## src/hdl/rv_core_config.svh

```systemverilog
`ifndef RV_CORE_CONFIG_SVH
`define RV_CORE_CONFIG_SVH

// datapath and address width of the RV32I core
`define RV_XLEN 32

// register index width
`define RV_REG_ADDR_W 5

// architectural integer registers, x0 included
`define RV_NUM_REGS 32

// first fetch address after reset
`define RV_RESET_PC 32'h0000_0000

`endif

```

## src/hdl/rv_pkg.sv

```systemverilog
`default_nettype none

package rv_pkg;

  // major opcodes handled by the core
  typedef enum logic [6:0] {
    opc_lui    = 7'b0110111,
    opc_auipc  = 7'b0010111,
    opc_jal    = 7'b1101111,
    opc_jalr   = 7'b1100111,
    opc_branch = 7'b1100011,
    opc_store  = 7'b0100011,
    opc_op_imm = 7'b0010011,
    opc_op     = 7'b0110011,
    opc_system = 7'b1110011
  } opcode_e;

  // alu operations, pass_b forwards operand b for lui
  typedef enum logic [3:0] {
    alu_add,
    alu_sub,
    alu_sll,
    alu_slt,
    alu_sltu,
    alu_xor,
    alu_srl,
    alu_sra,
    alu_or,
    alu_and,
    alu_pass_b
  } alu_op_e;

  // branch compare, encoded as the branch funct3
  typedef enum logic [2:0] {
    br_eq  = 3'b000,
    br_ne  = 3'b001,
    br_lt  = 3'b100,
    br_ge  = 3'b101,
    br_ltu = 3'b110,
    br_geu = 3'b111
  } branch_e;

  // store access size
  typedef enum logic [1:0] {
    st_byte = 2'd0,
    st_half = 2'd1,
    st_word = 2'd2
  } store_size_e;

endpackage

`default_nettype wire

```

## src/hdl/rv_regfile.sv

```systemverilog
`timescale 1ns/1ps
`default_nettype none

`include "rv_core_config.svh"

module rv_regfile (
  input  logic                      clk,
  input  logic                      rst,
  input  logic                      we,
  input  logic [`RV_REG_ADDR_W-1:0] rd,
  input  logic [`RV_REG_ADDR_W-1:0] rs1,
  input  logic [`RV_REG_ADDR_W-1:0] rs2,
  input  logic [`RV_XLEN-1:0]       rd_data,
  output logic [`RV_XLEN-1:0]       rs1_data,
  output logic [`RV_XLEN-1:0]       rs2_data
);

  logic [`RV_XLEN-1:0] regs [`RV_NUM_REGS];

  // two asynchronous read ports
  assign rs1_data = regs[rs1];
  assign rs2_data = regs[rs2];

  // x0 is cleared by reset and never written, so it always reads zero
  always_ff @(posedge clk) begin
    if (rst) begin
      for (int i = 0; i < `RV_NUM_REGS; i++) begin
        regs[i] <= '0;
      end
    end else if (we && (rd != '0)) begin
      regs[rd] <= rd_data;
    end
  end

endmodule

`default_nettype wire

```

## src/hdl/rv_decoder.sv

```systemverilog
`timescale 1ns/1ps
`default_nettype none

`include "rv_core_config.svh"

module rv_decoder (
  input  logic [`RV_XLEN-1:0]       insn,
  output logic [`RV_REG_ADDR_W-1:0] rd,
  output logic [`RV_REG_ADDR_W-1:0] rs1,
  output logic [`RV_REG_ADDR_W-1:0] rs2,
  output logic [`RV_XLEN-1:0]       imm,
  output rv_pkg::alu_op_e           alu_op,
  output logic                      a_is_pc,
  output logic                      b_is_imm,
  output logic                      reg_write,
  output logic                      branch,
  output logic                      jal,
  output logic                      jalr,
  output logic                      store,
  output logic                      halt,
  output rv_pkg::branch_e           branch_kind,
  output rv_pkg::store_size_e       store_size
);

  import rv_pkg::*;

  localparam logic [6:0] funct7_base = 7'b0000000;
  localparam logic [6:0] funct7_alt  = 7'b0100000;

  opcode_e             opcode;
  logic [2:0]          funct3;
  logic [6:0]          funct7;
  logic [`RV_XLEN-1:0] imm_i;
  logic [`RV_XLEN-1:0] imm_s;
  logic [`RV_XLEN-1:0] imm_b;
  logic [`RV_XLEN-1:0] imm_j;
  logic [`RV_XLEN-1:0] imm_u;

  // fixed field positions shared by all formats
  assign opcode = opcode_e'(insn[6:0]);
  assign rd     = insn[11:7];
  assign funct3 = insn[14:12];
  assign rs1    = insn[19:15];
  assign rs2    = insn[24:20];
  assign funct7 = insn[31:25];

  // sign-extended immediates, one per format
  assign imm_i = {{(`RV_XLEN-12){insn[31]}}, insn[31:20]};
  assign imm_s = {{(`RV_XLEN-12){insn[31]}}, insn[31:25], insn[11:7]};
  assign imm_b = {{(`RV_XLEN-13){insn[31]}}, insn[31], insn[7], insn[30:25],
                  insn[11:8], 1'b0};
  assign imm_j = {{(`RV_XLEN-21){insn[31]}}, insn[31], insn[19:12], insn[20],
                  insn[30:21], 1'b0};
  assign imm_u = {insn[31:12], 12'b0};

  // funct3 of a branch is the compare kind itself
  assign branch_kind = branch_e'(funct3);

  always_comb begin
    imm        = imm_i;
    alu_op     = alu_add;
    a_is_pc    = 1'b0;
    b_is_imm   = 1'b0;
    reg_write  = 1'b0;
    branch     = 1'b0;
    jal        = 1'b0;
    jalr       = 1'b0;
    store      = 1'b0;
    halt       = 1'b0;
    store_size = st_word;

    case (opcode)
      opc_lui: begin
        imm       = imm_u;
        b_is_imm  = 1'b1;
        alu_op    = alu_pass_b;
        reg_write = 1'b1;
      end
      opc_auipc: begin
        imm       = imm_u;
        a_is_pc   = 1'b1;
        b_is_imm  = 1'b1;
        reg_write = 1'b1;
      end
      opc_jal: begin
        imm       = imm_j;
        jal       = 1'b1;
        reg_write = 1'b1;
      end
      opc_jalr: begin
        // target is rs1 + imm from the alu
        b_is_imm  = 1'b1;
        jalr      = (funct3 == 3'b000);
        reg_write = (funct3 == 3'b000);
      end
      opc_branch: begin
        imm    = imm_b;
        branch = (funct3 != 3'b010) && (funct3 != 3'b011);
      end
      opc_store: begin
        imm      = imm_s;
        b_is_imm = 1'b1;
        case (funct3)
          3'b000:  store_size = st_byte;
          3'b001:  store_size = st_half;
          default: store_size = st_word;
        endcase
        store = (funct3 == 3'b000) || (funct3 == 3'b001) || (funct3 == 3'b010);
      end
      opc_op_imm: begin
        b_is_imm  = 1'b1;
        reg_write = 1'b1;
        case (funct3)
          3'b000: alu_op = alu_add;
          3'b010: alu_op = alu_slt;
          3'b011: alu_op = alu_sltu;
          3'b100: alu_op = alu_xor;
          3'b110: alu_op = alu_or;
          3'b111: alu_op = alu_and;
          3'b001: begin
            alu_op    = alu_sll;
            reg_write = (funct7 == funct7_base);
          end
          default: begin
            // srli or srai picked by funct7, shamt sits in imm[4:0]
            alu_op    = (funct7 == funct7_alt) ? alu_sra : alu_srl;
            reg_write = (funct7 == funct7_base) || (funct7 == funct7_alt);
          end
        endcase
      end
      opc_op: begin
        case (funct3)
          3'b000:  alu_op = (funct7 == funct7_alt) ? alu_sub : alu_add;
          3'b001:  alu_op = alu_sll;
          3'b010:  alu_op = alu_slt;
          3'b011:  alu_op = alu_sltu;
          3'b100:  alu_op = alu_xor;
          3'b101:  alu_op = (funct7 == funct7_alt) ? alu_sra : alu_srl;
          3'b110:  alu_op = alu_or;
          default: alu_op = alu_and;
        endcase
        // the alternate funct7 only exists for sub and sra
        reg_write = (funct7 == funct7_base) ||
                    ((funct7 == funct7_alt) && ((funct3 == 3'b000) || (funct3 == 3'b101)));
      end
      opc_system: begin
        // only ecall is recognised here
        halt = (insn[31:7] == '0);
      end
      default: begin
        // out of scope encodings fall through as a no-op
      end
    endcase
  end

endmodule

`default_nettype wire

```

## src/hdl/rv_alu.sv

```systemverilog
`timescale 1ns/1ps
`default_nettype none

`include "rv_core_config.svh"

module rv_alu (
  input  rv_pkg::alu_op_e     op,
  input  rv_pkg::branch_e     branch_kind,
  input  logic [`RV_XLEN-1:0] a,
  input  logic [`RV_XLEN-1:0] b,
  output logic [`RV_XLEN-1:0] result,
  output logic                cond
);

  import rv_pkg::*;

  logic [4:0] shamt;
  logic       lt_signed;
  logic       lt_unsigned;
  logic       equal;

  assign shamt = b[4:0];

  // compare results shared by slt, sltu and the branches
  assign lt_signed   = $signed(a) < $signed(b);
  assign lt_unsigned = a < b;
  assign equal       = (a == b);

  always_comb begin
    case (op)
      alu_add:    result = a + b;
      alu_sub:    result = a - b;
      alu_sll:    result = a << shamt;
      alu_slt:    result = {{(`RV_XLEN-1){1'b0}}, lt_signed};
      alu_sltu:   result = {{(`RV_XLEN-1){1'b0}}, lt_unsigned};
      alu_xor:    result = a ^ b;
      alu_srl:    result = a >> shamt;
      alu_sra:    result = $signed(a) >>> shamt;
      alu_or:     result = a | b;
      alu_and:    result = a & b;
      alu_pass_b: result = b;
      default:    result = '0;
    endcase
  end

  // branch condition, only meaningful while a branch is decoded
  always_comb begin
    case (branch_kind)
      br_eq:   cond = equal;
      br_ne:   cond = !equal;
      br_lt:   cond = lt_signed;
      br_ge:   cond = !lt_signed;
      br_ltu:  cond = lt_unsigned;
      br_geu:  cond = !lt_unsigned;
      default: cond = 1'b0;
    endcase
  end

endmodule

`default_nettype wire

```

## src/hdl/rv_pc_unit.sv

```systemverilog
`timescale 1ns/1ps
`default_nettype none

`include "rv_core_config.svh"

module rv_pc_unit (
  input  logic                clk,
  input  logic                rst,
  input  logic                branch,
  input  logic                cond,
  input  logic                jal,
  input  logic                jalr,
  input  logic                halt,
  input  logic [`RV_XLEN-1:0] imm,
  input  logic [`RV_XLEN-1:0] jump_target,
  output logic [`RV_XLEN-1:0] pc,
  output logic [`RV_XLEN-1:0] pc_plus4
);

  logic [`RV_XLEN-1:0] pc_rel;
  logic [`RV_XLEN-1:0] pc_next;

  assign pc_plus4 = pc + `RV_XLEN'd4;

  // pc relative target for jal and taken branches
  assign pc_rel = pc + imm;

  always_comb begin
    if (jalr) begin
      // jalr clears bit 0 of rs1 + imm
      pc_next = {jump_target[`RV_XLEN-1:1], 1'b0};
    end else if (jal || (branch && cond)) begin
      pc_next = pc_rel;
    end else if (halt) begin
      pc_next = pc;
    end else begin
      pc_next = pc_plus4;
    end
  end

  always_ff @(posedge clk) begin
    if (rst) begin
      pc <= `RV_RESET_PC;
    end else begin
      pc <= pc_next;
    end
  end

endmodule

`default_nettype wire

```

## src/hdl/rv_core.sv

```systemverilog
`timescale 1ns/1ps
`default_nettype none

`include "rv_core_config.svh"

module rv_core (
  input  logic                clk,
  input  logic                rst,
  input  logic [`RV_XLEN-1:0] insn,
  output logic [`RV_XLEN-1:0] pc,
  output logic [`RV_XLEN-1:0] store_addr,
  output logic [`RV_XLEN-1:0] store_data,
  output logic [3:0]          store_we,
  output logic                halt
);

  import rv_pkg::*;

  logic [`RV_REG_ADDR_W-1:0] rd;
  logic [`RV_REG_ADDR_W-1:0] rs1;
  logic [`RV_REG_ADDR_W-1:0] rs2;
  logic [`RV_XLEN-1:0]       rs1_data;
  logic [`RV_XLEN-1:0]       rs2_data;
  logic [`RV_XLEN-1:0]       wb_data;
  logic [`RV_XLEN-1:0]       imm;
  logic [`RV_XLEN-1:0]       alu_a;
  logic [`RV_XLEN-1:0]       alu_b;
  logic [`RV_XLEN-1:0]       alu_result;
  logic [`RV_XLEN-1:0]       pc_plus4;
  alu_op_e                   alu_op;
  branch_e                   branch_kind;
  store_size_e               store_size;
  logic                      a_is_pc;
  logic                      b_is_imm;
  logic                      reg_write;
  logic                      branch;
  logic                      jal;
  logic                      jalr;
  logic                      store;
  logic                      cond;

  rv_decoder i_decoder (
    .insn        (insn),
    .rd          (rd),
    .rs1         (rs1),
    .rs2         (rs2),
    .imm         (imm),
    .alu_op      (alu_op),
    .a_is_pc     (a_is_pc),
    .b_is_imm    (b_is_imm),
    .reg_write   (reg_write),
    .branch      (branch),
    .jal         (jal),
    .jalr        (jalr),
    .store       (store),
    .halt        (halt),
    .branch_kind (branch_kind),
    .store_size  (store_size)
  );

  rv_regfile i_regfile (
    .clk      (clk),
    .rst      (rst),
    .we       (reg_write),
    .rd       (rd),
    .rs1      (rs1),
    .rs2      (rs2),
    .rd_data  (wb_data),
    .rs1_data (rs1_data),
    .rs2_data (rs2_data)
  );

  // operand muxes, auipc takes the pc as a
  assign alu_a = a_is_pc ? pc : rs1_data;
  assign alu_b = b_is_imm ? imm : rs2_data;

  rv_alu i_alu (
    .op          (alu_op),
    .branch_kind (branch_kind),
    .a           (alu_a),
    .b           (alu_b),
    .result      (alu_result),
    .cond        (cond)
  );

  rv_pc_unit i_pc_unit (
    .clk         (clk),
    .rst         (rst),
    .branch      (branch),
    .cond        (cond),
    .jal         (jal),
    .jalr        (jalr),
    .halt        (halt),
    .imm         (imm),
    .jump_target (alu_result),
    .pc          (pc),
    .pc_plus4    (pc_plus4)
  );

  // jumps link the return address
  assign wb_data = (jal || jalr) ? pc_plus4 : alu_result;

  // store address is rs1 + imm out of the alu, the word part goes out
  assign store_addr = {alu_result[`RV_XLEN-1:2], 2'b00};

  always_comb begin
    case (store_size)
      st_byte: begin
        store_we   = 4'b0001 << alu_result[1:0];
        store_data = {4{rs2_data[7:0]}};
      end
      st_half: begin
        store_we   = alu_result[1] ? 4'b1100 : 4'b0011;
        store_data = {2{rs2_data[15:0]}};
      end
      default: begin
        store_we   = 4'b1111;
        store_data = rs2_data;
      end
    endcase
    if (!store) begin
      store_we = 4'b0000;
    end
  end

endmodule

`default_nettype wire

```

## config.mk

```make
export PLATFORM = sky130hd
export DESIGN_NAME = rv_core
export DESIGN_NICKNAME = d
export VERILOG_FILES = /design/src/hdl/rv_pkg.sv /design/src/hdl/rv_regfile.sv /design/src/hdl/rv_decoder.sv /design/src/hdl/rv_alu.sv /design/src/hdl/rv_pc_unit.sv /design/src/hdl/rv_core.sv
export VERILOG_INCLUDE_DIRS = /design/src /design/src/hdl
export SDC_FILE = /design/constraint.sdc
export NUM_CORES = 2
export LEC_CHECK = 0
export BUFFER_PORTS_ARGS = -buffer_cell sky130_fd_sc_hd__buf_2
export CAP_MARGIN = 20
export CORE_UTILIZATION = 50
export CTS_CLUSTER_SIZE = 16
export DETAILED_ROUTE_END_ITERATION = 16
export GPL_TIMING_DRIVEN = 0
export PLACE_DENSITY = 0.7
export SYNTH_ARGS = -nofsm -noshare
export SYNTH_HDL_FRONTEND = slang
export SYNTH_HIERARCHICAL = 1
export SYNTH_SLANG_ARGS = --single-unit
```

## constraint.sdc

```tcl
create_clock -name clk -period 8.14 [get_ports clk]
set_clock_uncertainty 0.2 [all_clocks]
set_input_delay 1.221 -clock clk [delete_from_list [all_inputs] [get_ports clk]]
set_output_delay 1.221 -clock clk [all_outputs]
set_load 0.01 [all_outputs]
```

Word level (Yosys, flattened, before mapping)
Memories as Yosys holds them, arrays and structs flattened.
Cells that the tools add are included.
W data, S select, Z words.
- memories: 1
- memory bits (writable): 1024
- flip-flop bits (word level): 32
- muxes and demuxes: 37
- add/sub/neg operators: 4
- eq/ne operators: 33
- bitwise operators: 3
- reduce and logical (&&, ||, !) cells: 26
- magnitude comparators: 2
- shift operators: 4
- memories (memory ; words ; bits a word ; rd ports ; clocked after memory_dff ; write ports ; RTL line ; source):
    i_regfile.regs ; 32 ; 32 ; 2 ; 0 ; 32 ; rv_regfile.sv:18 ; logic [`RV_XLEN-1:0] regs [`RV_NUM_REGS];
- operators by type and width (operator ; number):
    $pmux W32 S11 ; 1
    $mux W32 ; 7
    $pmux W31 S4 ; 1
    $add A32 B32 Y32 ; 2
    $lt A32 B32 Y1 ; 2
    $pmux W32 S2 ; 1
    $pmux W4 S7 ; 2
    $add A32 B3 Y32 const B ; 1
    $and A32 B32 Y32 ; 1
    $eq A32 B32 Y1 ; 1
    $or A32 B32 Y32 ; 1
    $reduce_or A32 Y1 ; 1
    $shl A32 B5 Y32 ; 1
    $shr A32 B5 Y32 ; 1
    $sshr A32 B5 Y32 ; 1
    $sub A32 B32 Y32 ; 1
    $xor A32 B32 Y32 ; 1
    $eq A7 B6 Y1 const B ; 4
    $eq A7 B7 Y1 const B ; 4
    $logic_not A25 Y1 ; 1
    $eq A4 B3 Y1 const B ; 4
    $mux W1 ; 15
    $eq A7 B5 Y1 const B ; 2
    $eq A3 B3 Y1 const B ; 4
    31 further kinds ; 49

Depth between registers and ports, before layout
- word-level depth: 11
- mapped depth: 31
- depth with buffers taken out: 24

By module
The synthesis kept the hierarchy.
- by module, submodules not included (module ; sequential area each (sq um) ; cells an instance ; instances ; area each (sq um)):
    rv_regfile ; 30749.5 ; 4605 ; 1 ; 55888.6
    rv_alu ; 0.0 ; 1394 ; 1 ; 9287.7
    rv_pc_unit ; 640.6 ; 545 ; 1 ; 4085.2
    rv_core ; 0.0 ; 167 ; 1 ; 1676.6
    rv_decoder ; 0.0 ; 129 ; 1 ; 852.1

Worst setup path before layout
Ideal clock, no wire load.
- path type: input to output
- from: input insn[21]
- to: output store_we[1]
- cell stages on the path: 27
- required time: 6.719 ns
- buffers on the path: 8
- arrival: 6.148 ns
- path slack: 0.571 ns
- cell sequence: buf_4 > buf_2 > buf_4 > buf_2 > buf_4 > mux2i_1 > nand2_1 > nand3_1 > nand3_1 > mux2_2 > inv_2 > buf_2 > buf_2 > buf_1 > ha_1 > o21bai_1 > a31oi_1 > nand3_1 > a2111oi_4 > o41ai_2 > nand2_1 > nand3_1 > xnor2_1 > a311o_1 > nor2_1 > nor2_1 > o21a_1
- cells in the longest elaborated chain, start to end: 7
- elaborated cells between the ends (all ways): 18
- classes of those cells: add/sub (2); order compare (2); shift (4); mux (6); bitwise (3); memory (1)
- ends and longest elaborated chain (what ; RTL line ; source):
    from (decl) ; rv_core.sv:9 ; input logic [`RV_XLEN-1:0] insn,
    $mem_v2 Z32 W32 * ; -- ;
    $mux W32 * ; rv_core.sv:75 ; assign alu_b = b_is_imm ? imm : rs2_data;
    named net alu_b[2] ; rv_core.sv:27 ; logic [`RV_XLEN-1:0] alu_b;
    $lt A32 B32 Y1, or another cell as far along ; rv_alu.sv:26 ; assign lt_unsigned = a < b;
    $pmux W32 S11 * ; rv_alu.sv:30 ; case (op)
    named net alu_result[0] ; rv_core.sv:28 ; logic [`RV_XLEN-1:0] alu_result;
    $shl A1 B2 Y4 * ; rv_core.sv:109 ; store_we = 4'b0001 << alu_result[1:0];
    $pmux W4 S2 * ; rv_core.sv:107 ; case (store_size)
    $mux W4 * ; rv_core.sv:121 ; if (!store) begin
    to (decl) ; rv_core.sv:13 ; output logic [3:0] store_we,
The timed path passes the listed nets; every way through them passes the cells marked *.

Final worst setup path
- from: input insn[17]
- to: output store_addr[19]
- cells in the longest elaborated chain, start to end: 4
- elaborated cells between the ends (all ways): 13
- classes of those cells: add/sub (2); shift (3); mux (4); bitwise (3); memory (1)
- ends and longest elaborated chain (what ; RTL line ; source):
    $mem_v2 Z32 W32 * ; -- ;
    named net rs1_data[30] ; rv_core.sv:22 ; logic [`RV_XLEN-1:0] rs1_data;
    $mux W32 * ; rv_core.sv:74 ; assign alu_a = a_is_pc ? pc : rs1_data;
    named net alu_a[30] ; rv_core.sv:26 ; logic [`RV_XLEN-1:0] alu_a;
    $sshr A32 B5 Y32, or another cell as far along ; rv_alu.sv:38 ; alu_sra: result = $signed(a) >>> shamt;
    $pmux W32 S11 * ; rv_alu.sv:30 ;
    to (decl) ; rv_core.sv:11 ; output logic [`RV_XLEN-1:0] store_addr,
Marks and branches as above.

==> results.env <==
DR.FIRST_ITER.DRC_COUNT=10400
DIE_W_UM=381
NUM_IO_PINS=135
SYNTH_AREA_PER_CELL_UM2=10.5
CLK_LATENCY_WORST_SKEW_PAIR_NS=0.79
PATH_COMMON_CELL='buf_4'
NUM_VIAS=64100
CRITPATHARRIVALTIME_NS=6.91
TRITONCTS_NUM_SINKS=1056
FINAL_CORE_UTILIZATION=0.581
SYNTH_CELLS=6840
PATH_DELAY_FAMILY='buffers and inverters'
GRT_SETUP_UNREPAIRED='yes'
VIOLATIONS_IN_THE_FINAL_REPORTS='setup timing'
CP.REQUIRED_NS=6.72
LAYOUT.NETS=7369
FINALPOWER_uW=17500
WORSTSETUPSTARTPOINTTYPE='input port'
GRT_START_MAX_NET_PINS=33
NETLIST_AREA_UM2=71800
DIE_HEIGHT_UM=381
POST-PLACE-WS_NS=-4.40
FINAL_CELL_MIX='mux2i_1, edfxtp_1, and2_1'
YOSYSWARNINGCOUNT=6
CLOCKBUFFERDEPTH=3
CORE.ROWCOUNT=138
CP_CELL_SEQUENCE='clkbuf_4 -> buf_4 -> and2_1 -> buf_4 -> buf_4 -> buf_2 -> a22oi_1 -> nand3_1 -> nand3_1 -> mux2_2 -> clkbuf_1 -> mux4_2 -> and2_1 -> a21oi_2 -> nand2_1 -> o21ai_2 -> o22a_1 -> o211ai_1 -> a2111oi_2 -> nor2_2 -> buf_2'
HOLD_PATH.CLASS='flip-flop to flip-flop'
LEAKAGEPOWER_uW=0.0339
POWER_PER_CELL_AREA_nW_PER_UM2=212
CTS-HTREE-LEVELS=3
CRITICAL-PATH-MAX-STAGE-DELAY_NS=0.60
FIN_CRIT_SH=1.02
FINALWEIGHTEDCONGESTION=1.06
MAX_SLEW.WORST_PIN.SLEW_NS=1.41
MAXCAPVIOLATIONS=0
ASYNCSETRESETFLOPFRACSYNTH=0
ROUTE.FINAL.WIRE_LENGTH_UM=365000
SYNTH_EDF_COUNT=1024
WORSTPATHMAXFANOUT=10
FIRSTDRTPASSITERS=9
CTS_HOLD_BUFFERS=0
PATH_DEPTH=21
FINAL_SLEW_VIOLATIONS=0
PLACEDCELLCOUNT=8929
DP_HPWL_UM=276000
OUTCOME='finished, violations left'
WORST_SLEW_MARGIN_REL=0.0536
REG2REGPATHDEPTH=25
DRT.ANTENNA.VIOLATING_NETS=0
FMAX_GHz=0.120
WORST_VOLTAGE_DROP_ACROSS_THE_VDD_GRID_mV=0.183
SETUP_VIOL=20
AREA.GROWTH.SYNTH_TO_FINAL_PCT=14.9
PATH_CLK_SLEW_NS=0.05
PORT_BUFFERS=129
GRT_REMAINING_OVERFLOW=0
CRITICAL_PATH_CLASS='input port to output pin'
WORSTHOLDPATHCELLS=2
GRT_PASS1_VIAS=59200
WORSTPATHBUFFERINVERTERCOUNT=7
ANTENNA_FOUND_INITIAL=37
TRITONCTS='done'
CRITICAL_PATH_S_SLOWEST_CELL='mux4_2'
GRT_USAGE=0.486
TIME_THE_WORST_PATH_NEEDS_WITH_I_O_DELAYS_AND_SETUP_NS=8.33
POSTSYNTHREGISTERBITS=1056
SHARE_OF_THE_YOSYS_CHIP_AREA_BELONGING_TO_REGISTERS=0.437
CORE_UM2=142000
CLOCKROOTBUFFER='clkbuf_16'
N_FILL_CELL=12200
LAYOUT_CELLS_SIZED_ABOVE_1=0.177
AVGVIACOUNTPERCELL=6.96
SYNTH-MAIN-FF-CELL='edfxtp_1'
STARTING_UTILIZATION_OF_THE_CORE_AREA=0.506
SYNTH.DISTINCT_CELLS=117
FINAL_ROUTED_DRC_VIOLATION_TOTAL=0
FINAL_CELLS=9203
GRT_FIRST_PASS_WIRELENGTH_UM=485000
FP.DIEAREA_UM2=145000
FINAL_HOLD_VIOL_COUNT=0
CTS_BUFFERS=112
LAYOUT_COMMONEST_CELL='mux2i_1'
WORSTSETUPENDPOINTTYPE='output pin'
FIN_WS_NS=-0.187
POST_DRT_WL_PER_CELL_UM=39.6
report_power, final:
part,switching (uW),internal (uW),total [uW],leakage [uW]
registers,117,6150,6260,0.0108
logic,4550,1650,6200,0.0215
clock network,2280,2750,5030,0.00170
total,6950,10500,17500,0.0339
registers in the layout, indices dropped and copies added (netlist names), named ones only:
signal	cells
i_regfile/regs	1024
i_pc_unit/pc	31
cell families (layout without fill, tap and decap cells):
family | count (synthesis) | after routing | share of synthesized area
simple gates | 2227 | 2227 | 0.169
buf+inv | 750 | 1170 | 0.0516
xor+xnor | 81 | 81 | 0.00988
fa+ha+maj | 134 | 134 | 0.0237
flops | 1056 | 1056 | 0.437
other cells | 2 | 55 | 0.000105
mux | 1254 | 1254 | 0.180
compound gates | 1336 | 1336 | 0.128
cell usage after synthesis, types with 26 or more instances:
cell      instances  area share
a211oi_1         42      0.0044
a21o_1           52      0.0054
a21oi_1         375       0.026
a221oi_1         30      0.0037
a22o_1          137       0.017
a22oi_1         206       0.022
a31oi_1          87      0.0076
and2_1         1007       0.088
buf_1            37      0.0019
buf_2           133      0.0093
buf_4            96       0.010
buf_6            31      0.0049
clkbuf_1        307       0.016
dfxtp_1          32      0.0089
edfxtp_1       1024        0.43
ha_1            131       0.023
inv_1           113      0.0059
mux2_2          122       0.019
mux2i_1        1096        0.15
nand2_1         394       0.021
nand3_1         238       0.017
nor2_1          258       0.013
nor2b_1          33      0.0029
nor3_1          100      0.0070
o211ai_1         32      0.0033
o21ai_0         118      0.0082
o21bai_1         26      0.0027
o221ai_1         27      0.0033
or2_2            37      0.0032
xnor2_1          47      0.0057
xor2_1           34      0.0041
area by class of cell:
cell class,instances,area (um^2),area share
diodes,21,52.6,0.000637
well taps,1890,2360,0.0287
multi-input cells,5066,38700,0.469
clock buffers,152,3000,0.0364
inverters,120,479,0.00581
flip-flops and latches,1056,31400,0.381
clock inverters,53,513,0.00622
repair buffers,223,1730,0.0210
plain buffers,622,4240,0.0514
stage by stage:
stage	cell area, um^2	setup TNS (ns)	hold WS (ns)
2_1_floorplan	71900	0	0.313
3_3_place_gp	74900	-3841.58	0.442
3_5_place_dp	75500	-3441.48	0.453
4_1_cts	81300	-0.320	0.463
5_1_grt	82400	-0.442	0.494
6_report	82500	-1.90	0.480
layer usage:
layer,share of wire,global-route usage
met5,0.0013,0.00860
met2,0.41,0.700
met3,0.15,0.180
met1,0.36,0.611
met4,0.085,0.311
worst reg2reg max path: cells and delay by family (launching register included):
family / cells / cell delay, ns
simple gates: 8 / 1.49
flops: 1 / 0.41
mux: 2 / 0.57
xor+xnor: 1 / 0.19
fa+ha+maj: 1 / 0.28
compound gates: 6 / 1.46
buf+inv: 7 / 2.33
worst paths after layout:
| path | from | end | slack [ns] |
|---|---|---|---|
| hold reg to reg | flip-flop | flip-flop | 0.48 |
| hold / removal | flip-flop | flip-flop | 0.48 |
| setup / recovery | insn[17] | store_addr[19] | -0.19 |
| setup reg to reg | i_regfile/regs[2][0] | i_pc_unit/pc[30] | 1.10 |
repair_timing:
action                                  4_1_cts  5_1_grt
gates cloned                                  0        2
pin swaps                                    34       36
resized for setup                           592      235
hold endpoints to repair                      0        0
setup buffers                                24       25
endpoints found under the setup margin     1058       32
Power figures use the tool's default switching activity.
